<file path="config.mk">
export PLATFORM = sky130hd
export DESIGN_NAME = decode_stage
export DESIGN_NICKNAME = d
export VERILOG_FILES = /design/src/core_pkg.sv /design/src/decode_stage.sv /design/src/regfile.sv
export SDC_FILE = /design/constraint.sdc
export NUM_CORES = 2
export LEC_CHECK = 0
export BUFFER_PORTS_ARGS = -buffer_cell sky130_fd_sc_hd__buf_2
export CAP_MARGIN = 30
export CORE_UTILIZATION = 45
export DETAILED_ROUTE_END_ITERATION = 10
export PLACE_DENSITY = 0.72
export SYNTH_ARGS = -nofsm -noshare
export SYNTH_HDL_FRONTEND = slang
export SYNTH_HIERARCHICAL = 1
export SYNTH_SLANG_ARGS = --single-unit
</file>
<file path="constraint.sdc">
create_clock -name clk_i -period 6.5 [get_ports clk_i]
set_clock_uncertainty 0.15 [all_clocks]
set_input_delay 0.325 -clock clk_i [delete_from_list [all_inputs] [get_ports clk_i]]
set_output_delay 0.325 -clock clk_i [all_outputs]
set_load 0.05 [all_outputs]
</file>
<file path="src/core_pkg.sv">
// RV32I word subset only; data memory index capped at 10 bits, upper address bits ignored
package core_pkg;

  localparam int DATA_W      = 32;
  localparam int REG_ADDR_W  = 5;
  localparam int DMEM_ADDR_W = 10;

  // rv32i major opcodes
  localparam logic [6:0] OP_REG   = 7'b0110011;
  localparam logic [6:0] OP_IMM   = 7'b0010011;
  localparam logic [6:0] OP_LOAD  = 7'b0000011;
  localparam logic [6:0] OP_STORE = 7'b0100011;

  localparam logic [2:0] F3_ADD   = 3'b000;
  localparam logic [2:0] F3_SLT   = 3'b010;
  localparam logic [2:0] F3_XOR   = 3'b100;
  localparam logic [2:0] F3_OR    = 3'b110;
  localparam logic [2:0] F3_AND   = 3'b111;
  localparam logic [2:0] F3_LW_SW = 3'b010;

  typedef struct packed {
    logic [6:0]            funct7;
    logic [REG_ADDR_W-1:0] rs2;
    logic [REG_ADDR_W-1:0] rs1;
    logic [2:0]            funct3;
    logic [REG_ADDR_W-1:0] rd;
    logic [6:0]            opcode;
  } r_fmt_s;

  typedef struct packed {
    logic [11:0]           imm12;
    logic [REG_ADDR_W-1:0] rs1;
    logic [2:0]            funct3;
    logic [REG_ADDR_W-1:0] rd;
    logic [6:0]            opcode;
  } i_fmt_s;

  typedef struct packed {
    logic [6:0]            imm_hi;
    logic [REG_ADDR_W-1:0] rs2;
    logic [REG_ADDR_W-1:0] rs1;
    logic [2:0]            funct3;
    logic [4:0]            imm_lo;
    logic [6:0]            opcode;
  } s_fmt_s;

  // one instruction word, three ways of reading it
  typedef union packed {
    r_fmt_s r_fmt;
    i_fmt_s i_fmt;
    s_fmt_s s_fmt;
  } instr_u;

  // add must stay zero, a cleared decode is a plain add
  typedef enum logic [2:0] {
    ALU_ADD = 3'd0,
    ALU_SUB = 3'd1,
    ALU_AND = 3'd2,
    ALU_OR  = 3'd3,
    ALU_XOR = 3'd4,
    ALU_SLT = 3'd5
  } alu_op_e;

  typedef struct packed {
    logic    reads_rs1;
    logic    reads_rs2;
    logic    writes_rd;
    logic    is_load;
    logic    is_store;
    logic    use_imm;
    alu_op_e alu_op;
  } decode_s;

  typedef struct packed {
    logic   valid;
    instr_u instr;
  } id_s;

  typedef struct packed {
    logic                  valid;
    decode_s               decode;
    logic [REG_ADDR_W-1:0] rd;
    logic [DATA_W-1:0]     imm;
    logic [DATA_W-1:0]     rs1_val;
    logic [DATA_W-1:0]     rs2_val;
    logic                  rs1_in_mem;
    logic                  rs1_in_wb;
    logic                  rs2_in_mem;
    logic                  rs2_in_wb;
  } exe_s;

  typedef struct packed {
    logic                  valid;
    logic                  writes_rd;
    logic                  is_load;
    logic [REG_ADDR_W-1:0] rd;
    logic [DATA_W-1:0]     exe_result;
  } mem_s;

  typedef struct packed {
    logic                  valid;
    logic [REG_ADDR_W-1:0] rd;
    logic [DATA_W-1:0]     data;
  } rf_write_s;

  typedef struct packed {
    logic                   w;
    logic [DMEM_ADDR_W-1:0] addr;
    logic [DATA_W-1:0]      data;
  } dmem_req_s;

endpackage
</file>
<file path="src/decode_stage.sv">
// unsupported opcodes pass on as no-ops; a load in EXE feeding ID costs one bubble
module decode_stage (
  input  logic                 clk_i,
  input  logic                 reset_i,
  input  logic                 instr_v_i,
  input  core_pkg::instr_u     instr_i,
  input  core_pkg::exe_s       exe_i,
  input  core_pkg::mem_s       mem_next_i,
  input  core_pkg::rf_write_s  wb_i,
  output logic                 instr_yumi_o,
  output core_pkg::exe_s       exe_next_o
);
  import core_pkg::*;

  id_s                   id_r, id_n;
  instr_u                ir;
  decode_s               dec;
  logic [DATA_W-1:0]     imm_i, imm_s;
  logic [DATA_W-1:0]     rf_rs1, rf_rs2;
  logic                  stall;
  logic                  mem_wr_r;
  logic [REG_ADDR_W-1:0] mem_rd_r;

  assign ir = id_r.instr;

  // load in EXE whose result ID needs now
  assign stall = id_r.valid && exe_i.valid && exe_i.decode.is_load && exe_i.rd != '0
    && ((dec.reads_rs1 && ir.r_fmt.rs1 == exe_i.rd)
      || (dec.reads_rs2 && ir.r_fmt.rs2 == exe_i.rd));

  assign instr_yumi_o = instr_v_i && !stall;

  always_comb begin
    if (stall) begin
      id_n = id_r;
    end else begin
      id_n.valid = instr_v_i;
      id_n.instr = instr_i;
    end
  end

  // shadow of the MEM destination, which sits in WB while this instruction executes
  always_ff @(posedge clk_i) begin
    id_r <= id_n;
    mem_rd_r <= mem_next_i.rd;
    if (reset_i) begin
      id_r.valid <= 1'b0;
      mem_wr_r <= 1'b0;
    end else begin
      mem_wr_r <= mem_next_i.valid && mem_next_i.writes_rd && mem_next_i.rd != '0;
    end
  end

  always_comb begin
    // no-op by default
    dec = '0;
    case (ir.r_fmt.opcode)
      OP_REG: begin
        dec.reads_rs1 = 1'b1;
        dec.reads_rs2 = 1'b1;
        dec.writes_rd = 1'b1;
        case ({ir.r_fmt.funct7, ir.r_fmt.funct3})
          {7'h00, F3_ADD}: dec.alu_op = ALU_ADD;
          {7'h20, F3_ADD}: dec.alu_op = ALU_SUB;
          {7'h00, F3_SLT}: dec.alu_op = ALU_SLT;
          {7'h00, F3_XOR}: dec.alu_op = ALU_XOR;
          {7'h00, F3_OR}:  dec.alu_op = ALU_OR;
          {7'h00, F3_AND}: dec.alu_op = ALU_AND;
          default:         dec = '0;
        endcase
      end
      OP_IMM: begin
        dec.reads_rs1 = 1'b1;
        dec.writes_rd = 1'b1;
        dec.use_imm = 1'b1;
        case (ir.i_fmt.funct3)
          F3_ADD:  dec.alu_op = ALU_ADD;
          F3_SLT:  dec.alu_op = ALU_SLT;
          F3_XOR:  dec.alu_op = ALU_XOR;
          F3_OR:   dec.alu_op = ALU_OR;
          F3_AND:  dec.alu_op = ALU_AND;
          default: dec = '0;
        endcase
      end
      OP_LOAD: begin
        if (ir.i_fmt.funct3 == F3_LW_SW) begin
          dec.reads_rs1 = 1'b1;
          dec.writes_rd = 1'b1;
          dec.is_load = 1'b1;
          dec.use_imm = 1'b1;
        end
      end
      OP_STORE: begin
        if (ir.s_fmt.funct3 == F3_LW_SW) begin
          dec.reads_rs1 = 1'b1;
          dec.reads_rs2 = 1'b1;
          dec.is_store = 1'b1;
          dec.use_imm = 1'b1;
        end
      end
      default: dec = '0;
    endcase
  end

  assign imm_i = {{(DATA_W-12){ir.i_fmt.imm12[11]}}, ir.i_fmt.imm12};
  assign imm_s = {{(DATA_W-12){ir.s_fmt.imm_hi[6]}}, ir.s_fmt.imm_hi, ir.s_fmt.imm_lo};

  regfile u_regfile (
    .clk_i      (clk_i),
    .reset_i    (reset_i),
    .write_i    (wb_i),
    .rs1_addr_i (ir.r_fmt.rs1),
    .rs2_addr_i (ir.r_fmt.rs2),
    .rs1_data_o (rf_rs1),
    .rs2_data_o (rf_rs2)
  );

  always_comb begin
    exe_next_o = '0;
    if (id_r.valid && !stall) begin
      exe_next_o.valid = 1'b1;
      exe_next_o.decode = dec;
      exe_next_o.rd = ir.r_fmt.rd;
      exe_next_o.imm = dec.is_store ? imm_s : imm_i;
      // WB writes the regfile on this same edge
      exe_next_o.rs1_val = (wb_i.valid && wb_i.rd == ir.r_fmt.rs1) ? wb_i.data : rf_rs1;
      exe_next_o.rs2_val = (wb_i.valid && wb_i.rd == ir.r_fmt.rs2) ? wb_i.data : rf_rs2;
      // load results never forward from MEM, the stall covers that case
      exe_next_o.rs1_in_mem = dec.reads_rs1 && mem_next_i.valid && mem_next_i.writes_rd
        && !mem_next_i.is_load && mem_next_i.rd != '0 && mem_next_i.rd == ir.r_fmt.rs1;
      exe_next_o.rs2_in_mem = dec.reads_rs2 && mem_next_i.valid && mem_next_i.writes_rd
        && !mem_next_i.is_load && mem_next_i.rd != '0 && mem_next_i.rd == ir.r_fmt.rs2;
      exe_next_o.rs1_in_wb = dec.reads_rs1 && mem_wr_r && mem_rd_r == ir.r_fmt.rs1;
      exe_next_o.rs2_in_wb = dec.reads_rs2 && mem_wr_r && mem_rd_r == ir.r_fmt.rs2;
    end
  end

  // the bubble empties EXE, so a load-use stall never lasts two cycles
  a_one_bubble: assert property (@(posedge clk_i) disable iff (reset_i)
    stall |=> !stall);

endmodule

</file>
<file path="src/regfile.sv">
// two async read ports, one sync write port; x0 reads as zero and ignores writes
module regfile (
  input  logic                                clk_i,
  input  logic                                reset_i,
  input  core_pkg::rf_write_s                 write_i,
  input  logic [core_pkg::REG_ADDR_W-1:0]     rs1_addr_i,
  input  logic [core_pkg::REG_ADDR_W-1:0]     rs2_addr_i,
  output logic [core_pkg::DATA_W-1:0]         rs1_data_o,
  output logic [core_pkg::DATA_W-1:0]         rs2_data_o
);
  import core_pkg::*;

  localparam int NUM_REGS = 1 << REG_ADDR_W;

  logic [DATA_W-1:0] rf [NUM_REGS];

  always_ff @(posedge clk_i) begin
    if (reset_i) begin
      for (int i = 0; i < NUM_REGS; i++) begin
        rf[i] <= '0;
      end
    end else if (write_i.valid && write_i.rd != '0) begin
      rf[write_i.rd] <= write_i.data;
    end
  end

  // x0 hardwired
  assign rs1_data_o = (rs1_addr_i == '0) ? '0 : rf[rs1_addr_i];
  assign rs2_data_o = (rs2_addr_i == '0) ? '0 : rf[rs2_addr_i];

endmodule

</file>
==> run summary <==
Pin count of the biggest net entering global routing: 139
IR drop worst, VDD: 0.209 mV
DRT iter0 DRCs: 5,256
Via count: 37.7k
Worst hold start: wb_i[27]
Worst Setup End Kind: output pin
EDFF count, synth: 1,056
R2R Setup Slk: 2.99 ns
Number of port buffers: 203
Worst skew pair latency: 0.72 ns
Vias per std cell: 6.57
Final Hold Vio Count: 0
Setup-failing EPs final: 0
CTS sink cnt: 1,063
Status: completed
Peak Freq: 183 MHz
GR Overflow Total: 0
Actual slew at the worst max-slew pin: 1.26 ns
Top FF cell, synth: edfxtp_1
Tmin final: 5.48 ns
Worst Setup Start Kind: flop
Crit path required time: 6.02 ns
Most area-consuming cells after synthesis: edfxtp_1 (55%), mux4_2 (18%), and2_1 (11%), mux2i_1 (3.8%), clkbuf_1 (1.8%)
Total track usage: 28.3%
Post-cts resize count: 0
Async set-reset flop share out of synthesis: 0%
Setup_tns: 0 ns
Hold Path End: u_regfile/rf[9][27]
Worst hold path class: in2reg
Die W: 361 um
Adder-Cell Fraction of Synth Area: 0%
Flop and latch count out of synthesis: 1,063
Crit Path Category: reg2out
Remaining DRCs: 0
Critical R2R Launch: ir[25]
Cell taking the most area after synthesis: edfxtp_1
DIE HEIGHT: 361 um
Number of hold buffers added after cts: 41
Initial antenna violation count: 13
Area after DPL: 0.0609 mm2
Post-synthesis compound-gate area fraction: 4.99%
CTS root buffer: clkbuf_16
Register area share after synthesis: 54.8%
Fin Hold WS: 0.0828 ns
Yosys top cell area share: 54.6%
Number of iterations in the first detailed-routing pass: 7
Final Instance Area: 0.0649 mm2
DP Wirelength: 111,000 um
Starting density of the core: 45.4%
YS warnings: 6
Nets: 4,211
First-pass GRT wire length: 265,000 um
Htree depth: 3
Gate Count Post-Synth: 3,884
Routability cong.: 0.904
Setup bufs post-CTS: 0
Fin crit share: 84.3%
Core Region: 0.128 mm2
Endpoint of the worst register-to-register path: ir[11]
Synth Area in Simple Gates: 13.0%
Area of the mapped netlist: 0.0581 mm2
Arrival time at the worst endpoint: 5.00 ns
Final Max Slew Viols: 0
Hold path depth: 2
Pwr dens: 259 mW/mm2
Final WL: 187,000 um
Clock tree buffer depth: 3
Static Leak: 22.5 nW
Most common cell after layout, fill and taps aside: edfxtp_1
Reg2Reg Depth: 7
Ports: 344
Max Cap Viol: 0
Avg Inst Size Synth: 15.0 um2
Vias in the first global route: 37.3k
Worst Setup SP: ir[22]
Cts bufs inserted: 109
CP Max Fanout: 45
Post-Synth XOR/XNOR Area: 0.618%
Most frequent cells in the layout: edfxtp_1 (1,056), and2_1 (994), mux4_2 (472), mux2i_1 (219), buf_2 (203)
Utilization after layout: 50.7%
RSZ-0062 raised after global routing: false
Area delta synth->final: 11.6%
Netlist cell types: 65
CTS clk-pin slew, worst paths: 0.06 ns
Largest family of logic cells by synthesized area: multiplexers
Mux contribution to synthesized area: 22.7%
DR WL/cell: 32.6 um
CTS tree: yes
Final ANT Viol Nets: 0
# rows: 131
Max-Slew Margin vs Limit: 16.1%
Die area: 0.131 mm2
Layout cells sized above 1: 28.5%
-- metrics by stage --
step | setup WS (ns) | power (mW) | instances
after global placement | 1.91 | 10.4 | 5473
after detailed placement | 2.02 | 10.5 | 5491
after global routing | 1.01 | 17.2 | 5739
final | 1.02 | 16.8 | 5743
after CTS | 1.22 | 16.8 | 5735
after floorplan | 1.78 | 9.71 | 3915
-- final cells by class --
type | count | area (um2)
Clock inverter | 67 | 702
Multi-Input combinational cell | 2403 | 24300
Timing Repair Buffer | 400 | 3020
Fill cell | 10292 | 63000
Antenna cell | 6 | 15.0
Sequential cell | 1063 | 31900
Tap cell | 1662 | 2080
Clock buffer | 136 | 2830
Inverter | 6 | 22.5
-- per-layer routing --
layer | up-vias | wire length, um | GRT usage (%)
li1 | 15172 | - | -
met4 | 12 | 10600 | 14.1
met5 | - | 68 | 0
met2 | 3024 | 84300 | 43.3
met1 | 18992 | 67300 | 37.0
met3 | 503 | 25200 | 8.18
-- how the worst max path moves through the flow --
stage                      to  slack [ns]  depth (start not counted)
2_1_floorplan  exe_next_o[80]        1.78                          8
3_3_place_gp   exe_next_o[22]        1.91                          9
3_5_place_dp   exe_next_o[31]        2.02                          9
4_1_cts        exe_next_o[31]        1.22                          9
5_1_grt        exe_next_o[17]        1.01                          9
6_report       exe_next_o[17]        1.02                          8
-- flip-flops by register name (all words and copies together) (netlist names) --
name and cells:
u_regfile/rf 1024, id_r 1, mem_rd_r 5, ir 32, mem_wr_r 1
-- power by group --
| group | switching [mW] | internal, mW |
|---|---|---|
| registers | 0.218 | 7.91 |
| clock network | 2.75 | 3.58 |
| logic | 1.42 | 0.900 |
-- synth_stat cells, types with 3 or more instances --
| master | n |
|---|---|
| or3b_2 | 5 |
| o21ai_0 | 6 |
| a22o_1 | 52 |
| xnor2_1 | 9 |
| edfxtp_1 | 1056 |
| buf_4 | 58 |
| and2_1 | 995 |
| buf_2 | 52 |
| nor4_1 | 13 |
| buf_1 | 17 |
| nor2b_1 | 15 |
| or2_2 | 34 |
| clkbuf_1 | 285 |
| a32o_1 | 4 |
| or4_1 | 3 |
| nand3_1 | 10 |
| dfxtp_1 | 7 |
| nand4_1 | 3 |
| a211oi_1 | 8 |
| a2111oi_0 | 15 |
| a221oi_1 | 4 |
| nand2b_1 | 6 |
| a21oi_1 | 33 |
| nand2_1 | 16 |
| a21oi_2 | 60 |
| o22ai_1 | 104 |
| nor4b_1 | 5 |
| mux2i_1 | 219 |
| mux4_2 | 472 |
| o2111ai_1 | 4 |
| nor3_1 | 57 |
| and3_1 | 6 |
| inv_1 | 6 |
| nor2_1 | 48 |
| mux2_2 | 30 |
| buf_6 | 23 |
| nand3b_1 | 6 |
| buf_12 | 7 |
| a21boi_0 | 13 |
| a2111oi_1 | 41 |
| xor2_1 | 32 |
| a22oi_1 | 17 |
-- logic make-up (layout without fill, tap and decap cells) --
group                  after synthesis  in the layout
other                                1             38
AO/OA/AOI/OAI                      374            374
XOR/XNOR                            41             41
multiplexers                       721            721
flip-flops                        1063           1063
AND/OR/NAND/NOR                   1235           1235
buffers and inverters              449            609
-- critical path: stages, from the launching register on --
cell and delay [ns]:
edfxtp_1 0.97, buf_12 0.35, mux4_2 0.36, a22o_1 0.28, a2111oi_1 1.06, nor3_1 0.17
mux2i_1 0.67, a21oi_2 0.08, buf_2 0.26
(Power assumes the default switching activity.)
