[config.mk]
export PLATFORM = sky130hd
export DESIGN_NAME = execute_stage
export DESIGN_NICKNAME = d
export VERILOG_FILES = /design/src/core_pkg.sv /design/src/execute_stage.sv
export SDC_FILE = /design/constraint.sdc
export NUM_CORES = 1
export LEC_CHECK = 0
export CORE_AREA = 2 2 149 151
export CTS_CLUSTER_SIZE = 10
export DETAILED_ROUTE_END_ITERATION = 12
export DIE_AREA = 0 0 151 153
export DONT_BUFFER_PORTS = 1
export PLACE_DENSITY = 0.57
export SYNTH_ARGS = -nofsm -noshare
export SYNTH_HDL_FRONTEND = slang
export SYNTH_SLANG_ARGS = --single-unit
[constraint.sdc]
create_clock -name clk_i -period 7.1 [get_ports clk_i]
set_input_delay 1.065 -clock clk_i [delete_from_list [all_inputs] [get_ports clk_i]]
set_output_delay 1.065 -clock clk_i [all_outputs]
set_load 0.03 [all_outputs]
[src/core_pkg.sv]
// RV32I word subset only; data memory index capped at 10 bits, upper address bits ignored
package core_pkg;

  localparam int DATA_W      = 32;
  localparam int REG_ADDR_W  = 5;
  localparam int DMEM_ADDR_W = 10;

  // rv32i major opcodes
  localparam logic [6:0] OP_REG   = 7'b0110011;
  localparam logic [6:0] OP_IMM   = 7'b0010011;
  localparam logic [6:0] OP_LOAD  = 7'b0000011;
  localparam logic [6:0] OP_STORE = 7'b0100011;

  localparam logic [2:0] F3_ADD   = 3'b000;
  localparam logic [2:0] F3_SLT   = 3'b010;
  localparam logic [2:0] F3_XOR   = 3'b100;
  localparam logic [2:0] F3_OR    = 3'b110;
  localparam logic [2:0] F3_AND   = 3'b111;
  localparam logic [2:0] F3_LW_SW = 3'b010;

  typedef struct packed {
    logic [6:0]            funct7;
    logic [REG_ADDR_W-1:0] rs2;
    logic [REG_ADDR_W-1:0] rs1;
    logic [2:0]            funct3;
    logic [REG_ADDR_W-1:0] rd;
    logic [6:0]            opcode;
  } r_fmt_s;

  typedef struct packed {
    logic [11:0]           imm12;
    logic [REG_ADDR_W-1:0] rs1;
    logic [2:0]            funct3;
    logic [REG_ADDR_W-1:0] rd;
    logic [6:0]            opcode;
  } i_fmt_s;

  typedef struct packed {
    logic [6:0]            imm_hi;
    logic [REG_ADDR_W-1:0] rs2;
    logic [REG_ADDR_W-1:0] rs1;
    logic [2:0]            funct3;
    logic [4:0]            imm_lo;
    logic [6:0]            opcode;
  } s_fmt_s;

  // one instruction word, three ways of reading it
  typedef union packed {
    r_fmt_s r_fmt;
    i_fmt_s i_fmt;
    s_fmt_s s_fmt;
  } instr_u;

  // add must stay zero, a cleared decode is a plain add
  typedef enum logic [2:0] {
    ALU_ADD = 3'd0,
    ALU_SUB = 3'd1,
    ALU_AND = 3'd2,
    ALU_OR  = 3'd3,
    ALU_XOR = 3'd4,
    ALU_SLT = 3'd5
  } alu_op_e;

  typedef struct packed {
    logic    reads_rs1;
    logic    reads_rs2;
    logic    writes_rd;
    logic    is_load;
    logic    is_store;
    logic    use_imm;
    alu_op_e alu_op;
  } decode_s;

  typedef struct packed {
    logic   valid;
    instr_u instr;
  } id_s;

  typedef struct packed {
    logic                  valid;
    decode_s               decode;
    logic [REG_ADDR_W-1:0] rd;
    logic [DATA_W-1:0]     imm;
    logic [DATA_W-1:0]     rs1_val;
    logic [DATA_W-1:0]     rs2_val;
    logic                  rs1_in_mem;
    logic                  rs1_in_wb;
    logic                  rs2_in_mem;
    logic                  rs2_in_wb;
  } exe_s;

  typedef struct packed {
    logic                  valid;
    logic                  writes_rd;
    logic                  is_load;
    logic [REG_ADDR_W-1:0] rd;
    logic [DATA_W-1:0]     exe_result;
  } mem_s;

  typedef struct packed {
    logic                  valid;
    logic [REG_ADDR_W-1:0] rd;
    logic [DATA_W-1:0]     data;
  } rf_write_s;

  typedef struct packed {
    logic                   w;
    logic [DMEM_ADDR_W-1:0] addr;
    logic [DATA_W-1:0]      data;
  } dmem_req_s;

endpackage
[src/execute_stage.sv]
// single-cycle ALU; word index from address bits 11:2, no misalignment check
module execute_stage (
  input  logic                         clk_i,
  input  logic                         reset_i,
  input  core_pkg::exe_s               exe_next_i,
  input  logic [core_pkg::DATA_W-1:0]  mem_result_i,
  input  core_pkg::rf_write_s          wb_i,
  output core_pkg::exe_s               exe_o,
  output core_pkg::mem_s               mem_next_o,
  output logic                         dmem_v_o,
  output core_pkg::dmem_req_s          dmem_req_o
);
  import core_pkg::*;

  exe_s              exe_r;
  logic [DATA_W-1:0] op_a, op_b;
  logic [DATA_W-1:0] alu_b;
  logic [DATA_W-1:0] alu_result;

  always_ff @(posedge clk_i) begin
    exe_r <= exe_next_i;
    if (reset_i) begin
      exe_r.valid <= 1'b0;
    end
  end

  assign exe_o = exe_r;

  // MEM is younger than WB, so it wins
  assign op_a = exe_r.rs1_in_mem ? mem_result_i
              : exe_r.rs1_in_wb  ? wb_i.data
              : exe_r.rs1_val;
  assign op_b = exe_r.rs2_in_mem ? mem_result_i
              : exe_r.rs2_in_wb  ? wb_i.data
              : exe_r.rs2_val;

  assign alu_b = exe_r.decode.use_imm ? exe_r.imm : op_b;

  always_comb begin
    case (exe_r.decode.alu_op)
      ALU_ADD: alu_result = op_a + alu_b;
      ALU_SUB: alu_result = op_a - alu_b;
      ALU_AND: alu_result = op_a & alu_b;
      ALU_OR:  alu_result = op_a | alu_b;
      ALU_XOR: alu_result = op_a ^ alu_b;
      ALU_SLT: alu_result = {{(DATA_W-1){1'b0}}, $signed(op_a) < $signed(alu_b)};
      default: alu_result = '0;
    endcase
  end

  // lw/sw decode as add, so the ALU forms the byte address
  assign dmem_v_o = exe_r.valid && (exe_r.decode.is_load || exe_r.decode.is_store);
  assign dmem_req_o.w = exe_r.decode.is_store;
  assign dmem_req_o.addr = alu_result[DMEM_ADDR_W+1:2];
  assign dmem_req_o.data = op_b;

  always_comb begin
    mem_next_o.valid = exe_r.valid;
    mem_next_o.writes_rd = exe_r.valid && exe_r.decode.writes_rd;
    mem_next_o.is_load = exe_r.decode.is_load;
    mem_next_o.rd = exe_r.rd;
    mem_next_o.exe_result = alu_result;
  end

  // decode marks exactly one of load/store, always with an immediate
  a_dmem_src: assert property (@(posedge clk_i) disable iff (reset_i)
    dmem_v_o |-> exe_r.decode.use_imm
      && (exe_r.decode.is_load != exe_r.decode.is_store)
      && (exe_r.decode.writes_rd == exe_r.decode.is_load));

endmodule

==> results of run 1 <==
==> cell type report <==
class,instances,area share [%]
inverters,131,4.80
well taps,280,3.42
multi-input cells,913,61.4
repair buffers,24,1.76
flip-flops and latches,115,22.6
clock buffers,19,4.32
clock inverters,13,1.71
==> kinds of logic (layout without fill, tap and decap cells) <==
family          Yosys count  after routing  synth area share (%)
fa+ha+maj               102            102                  13.5
xor+xnor                 25             25                  2.30
simple gates            327            327                  15.7
mux                      74             74                  7.81
buf+inv                 229            187                  9.98
flops                   115            115                  24.2
compound gates          385            385                  26.5
==> stage by stage <==
step                      setup WS, ps  hold WS, ps
final                              787          669
after detailed placement          1090         1090
after CTS                          907          656
after global routing               551          651
after floorplan                   1240         1090
after global placement            1100         1090
==> layer usage <==
| metal | vias to the layer above | part of all wire [%] | routed length (µm) |
|---|---|---|---|
| li1 | 4237 | - | - |
| met1 | 4345 | 44 | 16900 |
| met2 | 534 | 44 | 16800 |
| met3 | 35 | 9.9 | 3760 |
| met4 | 0 | 1.6 | 601 |
| met5 | - | 0 | 0 |
==> worst max path at each step <==
stage	startpoint	to	slack [ps]	depth (start not counted)
CTS	exe_o[0]	mem_next_o[20]	910	17
detailed placement	wb_i[0]	mem_next_o[20]	1090	17
finish	exe_o[0]	mem_next_o[31]	790	15
floorplan	exe_o[0]	mem_next_o[0]	1240	19
global route	exe_o[0]	mem_next_o[20]	550	17
global placement	wb_i[0]	mem_next_o[20]	1100	17
==> state kept, by name, summed over array words and instances, names as in the netlist <==
signal / count
exe_o: 114
dmem_req_o: 1
==> synthesized netlist by cell type, types with 4 or more instances <==
master and instances:
a211o_1 5, a211oi_1 13, a21o_1 9, a21oi_1 110
a31oi_1 9, a32oi_1 6, and2_1 5, and3_1 4
buf_1 18, buf_2 10, buf_4 19, clkbuf_1 50
dfxtp_1 115, ha_1 100, inv_1 127, mux2i_1 71
nand2_1 121, nand2b_1 9, nand3_1 14, nor2_1 104
nor2b_1 16, nor3_1 18, nor3b_1 4, nor4_1 6
o211ai_1 13, o21a_1 44, o21ai_0 82, o21bai_1 7
o221ai_1 9, o22ai_1 14, o2bb2ai_1 4, o31ai_1 10
o32a_1 5, or2_2 4, or3_1 8, xnor2_1 24
==> power groups by stage <==
stage	combinational [mW]	clock (mW)	sequential, mW
floorplan	0.756	0	0.781
global placement	0.927	0	0.820
detailed placement	0.929	0	0.819
CTS	0.935	0.938	0.805
global route	1.04	0.965	0.808
finish	0.955	0.928	0.806
==> cell usage in the layout (no fill, tap or decap), types with 7 or more instances in the layout <==
master	Yosys	layout
inv_1	127	127
dfxtp_1	115	109
o221ai_1	9	9
o21a_1	44	44
a211oi_1	13	13
ha_1	100	100
o22ai_1	14	13
or3_1	8	8
nand2_1	121	121
nor2b_1	16	16
a21o_1	9	9
nand3_1	14	14
a21oi_1	110	110
nor3_1	18	18
o211ai_1	13	13
a31oi_1	9	9
xnor2_1	24	24
nand2b_1	9	9
o21bai_1	7	7
mux2i_1	71	71
nor2_1	104	104
clkbuf_16	0	17
o21ai_0	82	81
o31ai_1	10	10
buf_4	19	24
==> results list, run 1 <==
- Clock tree from TritonCTS: yes
- Clock-pin slew was measured on the worst setup and hold paths at around 70 ps.
- Buffers and inverters on the worst path: 2
- Final standard cell utilization of the core: 47.7%
* Global route hottest layer: met2
- Overall routing resource usage: about a third
- The critical path goes through buf_4, buf_4, mux2i_1, nor2_1, a21oi_1, o21a_1, ha_1, nor2_1, and4b_1, a221o_1, a311oi_4, nor3_1, o2bb2ai_1, xnor2_1, o221ai_1.
- Worst EP arrival: ~5300 ps
- Counting flops with a built-in enable in the synthesized netlist gives 0.
- Fraction of post-synthesis cell area in the top cell type by area: around 24%
- Summed over all layers, the routed wires come to about 38 mm.
- Crit-path leading delay family: compound AO/OA/AOI/OAI gates
* Total of endpoints with negative setup slack in the final report: 0
- In this run, synthesis produced a sequential element count of 115.
* Leakage power: ~4.7 nW
- Counting instances, the worst hold path has a depth of 0.
* Proportion of power drawn by combinational gates: between 30% and 40%
- Data on the critical path is required at its endpoint by approximately 6000 ps.
- Synthesized area: ~0.0095 mm²
- The count of nets left with antenna violations once routing finished came out at 0.
- In this run the cell area measured after placement is 0.00963 mm².
* Antenna violations before repair: 0
- Setup TNS Final: 0 ps
* Share of cells above drive strength 1: 7.24%
- Summed over all layers, the global routing overflow is 0.
- Worst Max-Slew Pin Slew: 1210 ps
- Clk network pwr share: between 30 and 40%
- Most instantiated flip-flop cell in the synthesis netlist: dfxtp_1
- The worst setup path is launched from a flip-flop.
* Post-synthesis cell count: ~1300
- The floorplan has 54 rows.
* Vias per std cell: about 6.1
* Wire length of the first global-routing pass: 55.9 mm
* Dominant cell type by area after synthesis: dfxtp_1
* Worst slew margin relative to its limit: 18.4%
- The tree is rooted in a clkbuf_16.
- By startpoint and endpoint, the worst setup path is classified as flip-flop to primary output.
* Die area: 0.0231 mm²
- In this run, placement finished with an instance count of 1463.
- Footprint of the multi-input gates: approximately 0.0063 mm²
- Total number of clock tree sinks: 115
* Number of detailed-route iterations in the first pass: 6
* Non-Filler Cell Area, Final: a little over 0.01 mm²
- In the synthesized netlist the async set-or-reset flop fraction comes to 0%.
* Global-route met2 utilization: 47.9%
- The filler cells instantiated in the layout total 2148.
* Total clock buffers created by CTS: 17
* Setup bufs post-CTS: 0
- For this design the ratio of total power to cell area is 262 mW/mm².
- In this design, the stage delay of the slowest critical-path cell is 700 ps.
* Outcome: finished, final reports clean
- After detailed routing, the number of remaining DRC violations is 0.
* Hold path start: exe_next_i[107]
- Proportion of synthesized chip area in sequential cells: roughly a quarter
- Dividing the detail-routed wire length by the instance count gives 25.4 µm.
- Summing over every cut layer, the via total after detailed routing is approximately 9200.
* Maximum Capacitance Violations: 0
* Number of hold-slack violations in the final timing report: 0
* Layout overhead on the synthesized area: 7.48%
- Nature of the critical path endpoint: primary output
- # port buffers: 0
- In the final design database the tool counted between 1000 and 1500 nets.
- Starting DRC count in detailed routing: 1025
- CP max-delay cell: o221ai_1
* Maximum count of clock buffers along a single path: 2
* Met3 layer usage reported by global route: around 8.8%
- Min-delay worst type: input port to flip-flop
* Core Area: 0.0215 mm²
- The via count of the first global-routing pass is ~8400.
- Maximum resistive drop on vdd: roughly 0.00016 V
- Setup repair after global routing left no endpoint under its margin.
- Total design power: ~2.7 mW
- Counting distinct cell types in the post-synthesis netlist gives between 70 and 80.
* Footprint of the flip-flops and latches: 0.00231 mm²
* Tmin final: 6310 ps
- Endpoint with the worst hold slack: exe_o[107]
* Nets in the synthesized netlist: roughly 1500
- Hold buffer count at CTS: 0
- Timing would allow up to about 0.16 GHz.
- In this run switching power makes up 42.1% of total power.
* Diodes inserted: 0
- Width of the die: between 150 and 200 µm
- During I/O placement, the number of pins put on the boundary was just under 400.
* Post-route non-filler standard cell count: about 1500
* Switching power: 1.13 mW
* Fraction of power consumed by sequential logic: between 30% and 40%
* Period utilisation layout: between 80% and 90%
* Total of warnings raised by yosys: 0
- Internal: about 1.6 mW
- Routability congestion estimate from global placement: approximately 1
- Avg Synthesized Cell Area: about 7.6 µm²
- Effective utilization at floorplan: between 40 and 50%
* Synth area leaders: dfxtp_1 24%, ha_1 13%, mux2i_1 7.5%
- Final slew viol count: 0
- Met1 Track Usage GR: between 40% and 50%
- Number of gates given a new drive strength after cts: 0
- CTS H-tree depth: 4
- Maximum number of pins on one net before global-route repair: 55
- Placed wire-length estimate after detailed placement: around 30 mm
* Crit Path Max Fanout: 16
- The floorplan step set the die height to around 150 µm.
(Power assumes the default switching activity.)
==> run 2, diff against run 1 <==
Clock period 7.1 ns to 7.7 ns, I/O delays scaled along.
==> results list, run 2 (synthesis gave the netlist of run 1 again) <==
- Wire length after detailed routing: around 38 mm
- Placed wire-length estimate after detailed placement: roughly 31 mm
* Crit Path Max Fanout: 15
* Die area: about 0.023 mm²
- Total congestion overflow after global routing: 0
- For this run, the total global-route usage over all layers was measured as 32.1%.
* Power density over the cells: ~240 mW/mm²
* Non-Filler Cell Area, Final: approximately 0.010 mm²
- The placed instances occupy a cell area of between 0.009 and 0.01 mm².
- Total clock buffers created by CTS: 17
- Via count of the first global-routing pass: between 8000 and 9000
- Buffers placed on the I/O ports in this run total 0.
* Starting DRC count in detailed routing: around 940
* Via count: about 9100
- Share of total power consumed by net switching: a little over two fifths
- Total design power: about 2.5 mW
* Maximum count of clock buffers along a single path: 2
* Proportion of power drawn by combinational gates: between 30% and 40%
- After clock tree synthesis, the flow added hold-fix buffers numbering 0.
* Setup repair after global routing missed its margin: no
- STA classifies the critical path startpoint as a flip-flop.
- Maximum resistive drop on vdd: between 0.00015 and 0.0002 V
- Average wire per cell in the routed design: 25.4 µm
- At the worst endpoint, the arrival time is around 5400 ps.
* Maximum operating frequency: roughly 0.15 GHz
- Total number of clock tree sinks: 115
- Vias per std cell: between 6 and 7
* Placement Rows: 54
* Min-delay worst type: input port to flip-flop
- Measured against its own limit, the worst slew margin works out to approximately a third.
- STA puts the critical path data required time at around 6600 ps.
- Per report_power, the sequential group accounts for between 20% and 30% of the total.
- The worst setup path is of the flip-flop to primary output kind.
- DRC Markers: 0
- The worst path in the final design needs a cycle of roughly 6500 ps, including I/O delays and setup.
- The flow ran to the end, and the final reports show no timing, DRC or antenna violations.
* Clock-pin slew on the worst setup and hold paths: 60 ps
- Width of the die: between 150 and 200 µm
- Measured on the finished design, the core utilization comes to between 40% and 50%.
- Antenna violations before repair: 1
- Summed over all cells, the static leakage comes to ~4.7 nW.
* Maximum Capacitance Violations: 0
- Leading cell type in the layout, fill and taps excluded: inv_1
* Final worst hold slack: approximately 750 ps
- Number of flip-flops in the largest register: approximately 110
* Number of detailed-route iterations in the first pass: 6
- Setup TNS Final: 0 ps
- The first global-routing pass estimated approximately 56 mm of wire.
- From bottom edge to top edge, the die measures about 150 µm.
- The final number of max-transition violations is 0.
* Total of endpoints with negative setup slack in the final report: 0
- Including well taps, the total number of placed cells is 1460.
* Setup bufs post-CTS: 0
- Core Area: around 0.021 mm²
- Once the clock tree was built, the resizer swapped 0 gates to a different size.
- The area growth from synthesis to layout is 7.22%.
- At the end of routability-driven placement, the weighted congestion stood at between 0.9 and 1.
- Of the cells placed in the final design, the portion with a size suffix greater than 1 is under 10%.
- Minimum setup slack after placement: 1450 ps
- Once the floorplan was initialized, standard cells occupied 44.4% of the core.
- Setup slack on the critical path of the routed design comes to around 1200 ps.
* Most frequent cells in the layout: 127 x inv_1, 121 x nand2_1, 110 x a21oi_1
* Fill cell total of the finished layout: 2163
- For the pin with the worst max-slew slack, the measured transition is 965 ps.
- Cell internal power was estimated by the tool at 1.45 mW.
- Entering global routing, the biggest net connects 77 pins.
- The clock network burns between 30% and 40% of the power.
* Clock tree from TritonCTS: yes
* Clk Tree Root Cell: clkbuf_16
- Nature of the critical path endpoint: primary output
- Diodes inserted: 0
* Final-stage net count: 1488
- The final count of hold timing violations is 0.
- Pin placement for this block handled approximately 390 I/O pins.
- Antenna Nets Post-Route: 0
- The final critical path takes up a little over four fifths of the cycle.
- Post-route non-filler standard cell count: approximately 1500
- CTS H-tree depth: 4
- In this run the power spent charging and discharging nets is roughly 1.0 mW.
## run 2: layer usage
layer / share of wire [%] / global-route usage, % / vias up / wire length [µm]
met3: 9.7 / 8.81 / 35 / 3670
met1: 45 / 46.4 / 4349 / 17000
li1: - / - / 4233 / -
met5: 0.034 / 0 / - / 13
met4: 1.4 / 6.72 / 2 / 519
met2: 44 / 47.8 / 485 / 16800
## run 2: layout make-up
| cell class | count | area [µm²] | share of cell area, % |
|---|---|---|---|
| multi-input cells | 913 | 6290 | 61.6 |
| repair buffers | 21 | 158 | 1.54 |
| flip-flops and latches | 115 | 2310 | 22.6 |
| clock buffers | 19 | 433 | 4.24 |
| well taps | 280 | 350 | 3.43 |
| inverters | 131 | 492 | 4.81 |
| clock inverters | 13 | 183 | 1.79 |
## run 2: worst max-delay path, stage by stage (launching register included)
cell       delay [ps]
dfxtp_2           680
mux2i_1           250
nor2_1             50
a21oi_1           240
o21a_1            190
inv_1              70
ha_1              210
inv_1              80
fa_1              240
a21o_1            160
a31oi_1           150
o2bb2ai_1         230
a21oi_2           270
a41o_1            430
a21boi_1          220
o41ai_1           790
xnor2_1           140
o21ai_1           560
## run 2: final timing paths
check	from	to	slack, ps	depth (start not counted)
worst max-delay path	exe_o[0]	mem_next_o[20]	1160	17
worst min-delay path	exe_next_i[9]	exe_o[9]	750	0
## run 2: power groups by stage
stage	Clock (mW)	Sequential (mW)	Combinational (mW)
2_1_floorplan	0	0.720	0.697
3_3_place_gp	0	0.754	0.855
3_5_place_dp	0	0.754	0.856
4_1_cts	0.876	0.741	0.861
5_1_grt	0.899	0.744	0.951
6_report	0.873	0.742	0.878
==> run 3, diff against run 2 <==
Settings changed: CORE_AREA 2 2 149 151 to 2 2 151 153, DIE_AREA 0 0 151 153 to 0 0 153 155, PLACE_DENSITY 0.57 to 0.58.
Clock period 7.7 ns to 5.9 ns, I/O delays scaled along.
==> results list, run 3 (synthesis gave the netlist of run 1 again) <==
- The repair_antennas step left the layout with diodes totalling 0.
- Post-CTS timing repair inserted 0 buffers for setup.
- Global routing used approximately 30% of the available tracks across all layers.
- In this run the worst path has a maximum fanout of 13.
* Final worst hold slack: approximately 480 ps
- Number of flip-flops in the largest register: 114
- Final standard cell utilization of the core: around 47%
* Average wire per cell in the routed design: approximately 25 µm
- Summed over all layers, the routed wires come to about 38 mm.
* CTS H-tree depth: 4
* Most frequent cells in the layout: 127 x inv_1, 121 x nand2_1, 110 x a21oi_1
- In this run the tool buffered the top-level ports with 0 buffer cells.
* Routability congestion estimate from global placement: ~0.95
- Vias per std cell: 6.07
- The floorplan has 55 rows.
- Nature of the critical path endpoint: primary output
* Setup TNS Final: 0 ps
* Core Area: about 0.022 mm²
- The clock drives 115 sinks.
* DRC Markers: 0
- The initial antenna violation count came to 0.
- Static timing analysis puts the maximum clock frequency at between 0.15 and 0.2 GHz.
- Footprint of the multi-input gates: 0.00630 mm²
- Number of detailed-route iterations in the first pass: 5
- At the worst endpoint, the required time is about 5000 ps.
- The flow ran to the end, and the final reports show no timing, DRC or antenna violations.
* Dominant cell type by count on the critical path: o21a_1
- Antenna Nets Post-Route: 0
- At the placement stage, the worst setup path has a slack of between 500 and 600 ps.
- Via count of the first global-routing pass: around 8400
- Measured along the x axis, the die boundary spans 153 µm.
- TritonCTS built the clock tree.
* Leakage power: between 4 and 5 nW
- Footprint of the flip-flops and latches: around 0.0023 mm²
- Power density over the cells: 309 mW/mm²
- Once routing completed, OpenROAD measured the worst setup slack at 251 ps.
* Clock-pin slew on the worst setup and hold paths: around 70 ps
* Effective utilization at floorplan: 42.9%
- Die area: 0.0237 mm²
- Setup repair after global routing missed its margin: no
- The first global-routing pass estimated 55.0 mm of wire.
* Cell-by-cell listing of the critical path: buf_4, mux2i_1, nor2_1, a21oi_1, o21a_1, ha_1, nor4b_1, nand2_1, nor3_1, o21a_1, o32a_1, a2111o_1, o311ai_1, xnor2_1, o221ai_2
- Maximum number of pins on one net before global-route repair: 62
- The most critical setup path has its endpoint at mem_next_o[28].
- The critical path starts at exe_o[0].
- The post-route netlist has 8.83% of its cells at a drive strength greater than 1.
- Clk Tree Root Cell: clkbuf_16
- Final-stage net count: around 1500
* Worst slew margin relative to its limit: 44.8%
- The worst path uses between 90% and 100% of the clock period.
- The tool flagged a number of max-cap violations equal to 0.
* Via count: between 9000 and 10000
* Leading cell type in the layout, fill and taps excluded: inv_1
- Total congestion overflow after global routing: 0
- Critical Setup Path Class: flip-flop to primary output
- Fill cell total of the finished layout: around 2200
- The worst path in the final design needs a cycle of ~5600 ps, including I/O delays and setup.
- Total of endpoints with negative setup slack in the final report: 0
- The final number of max-transition violations was 0.
* Number of hold-slack violations in the final timing report: 0
- STA classifies the critical path startpoint as a flip-flop.
* Worst hold path stage count: 0
* Total clock buffers created by CTS: 17
- VDD sags by at most around 0.00022 V.
- The slowest stage of the critical path is the nor4b_1 cell.
- I/O pin count: approximately 390
* Highest cell delay on the worst timing path: 690 ps
* Height of the die: ~160 µm
- For the pin with the worst max-slew slack, the measured transition is ~830 ps.
* Layout overhead on the synthesized area: 8.99%
- Min-delay worst type: input port to flip-flop
- The detailed router finished its first iteration with roughly 1000 violations.
- Placed wire-length estimate after detailed placement: 30.3 mm
* Maximum count of clock buffers along a single path: 2
* Worst EP arrival: roughly 4800 ps
## run 3: layer usage
| metal | track usage [%] | vias to the layer above | routed length [µm] |
|---|---|---|---|
| met5 | 0 | - | 0 |
| met4 | 7.85 | 0 | 708 |
| met3 | 7.44 | 45 | 3490 |
| met2 | 44.4 | 499 | 16200 |
| met1 | 44.5 | 4404 | 17200 |
| li1 | - | 4273 | - |
## run 3: worst min-delay path by stage
stage / end / from
after floorplan: dmem_req_o[42] / exe_next_i[109]
after global placement: exe_o[105] / exe_next_i[105]
after detailed placement: exe_o[105] / exe_next_i[105]
after CTS: exe_o[106] / exe_next_i[106]
after global routing: exe_o[11] / exe_next_i[11]
final: exe_o[79] / exe_next_i[79]
## run 3: power breakdown
group / internal, mW / leakage [nW] / switching, mW / total, mW
logic: 0.398 / 3.51 / 0.781 / 1.18
clock network: 0.627 / 0.277 / 0.444 / 1.07
registers: 0.819 / 0.971 / 0.146 / 0.965
total: 1.84 / 4.76 / 1.37 / 3.22
## run 3: timing repair
action	in CTS	in global routing
hold buffers	0	0
endpoints found under the setup margin	0	9
hold endpoints to repair	0	0
resized for setup	0	7
## run 3: critical path: cells and delay by family (launching register included)
family                     cells  cell delay, ps
and+or+nand+nor                4            1100
buffers and inverters          1             320
adders and majority gates      1             390
AOI/OAI and AO/OA              7            1670
DFF                            1             470
xor gates and xnor gates       1             160
muxes                          1             240
## run 3: metrics by stage
stage,instances,area (µm²),total power [mW]
global placement,1487,9790,2.13
CTS,1519,10400,3.20
detailed placement,1487,9790,2.13
floorplan,1257,9530,1.85
finish,1519,10400,3.22
global route,1519,10400,3.36
## run 3: final cells by class
cell class                 instances  area share, %
clock buffer                      18           4.13
tap                              285           3.43
timing repair buffer              43           3.30
multi-input combinational        913           60.6
inverter                         131           4.73
sequential                       115           22.3
clock inverter                    14           1.48
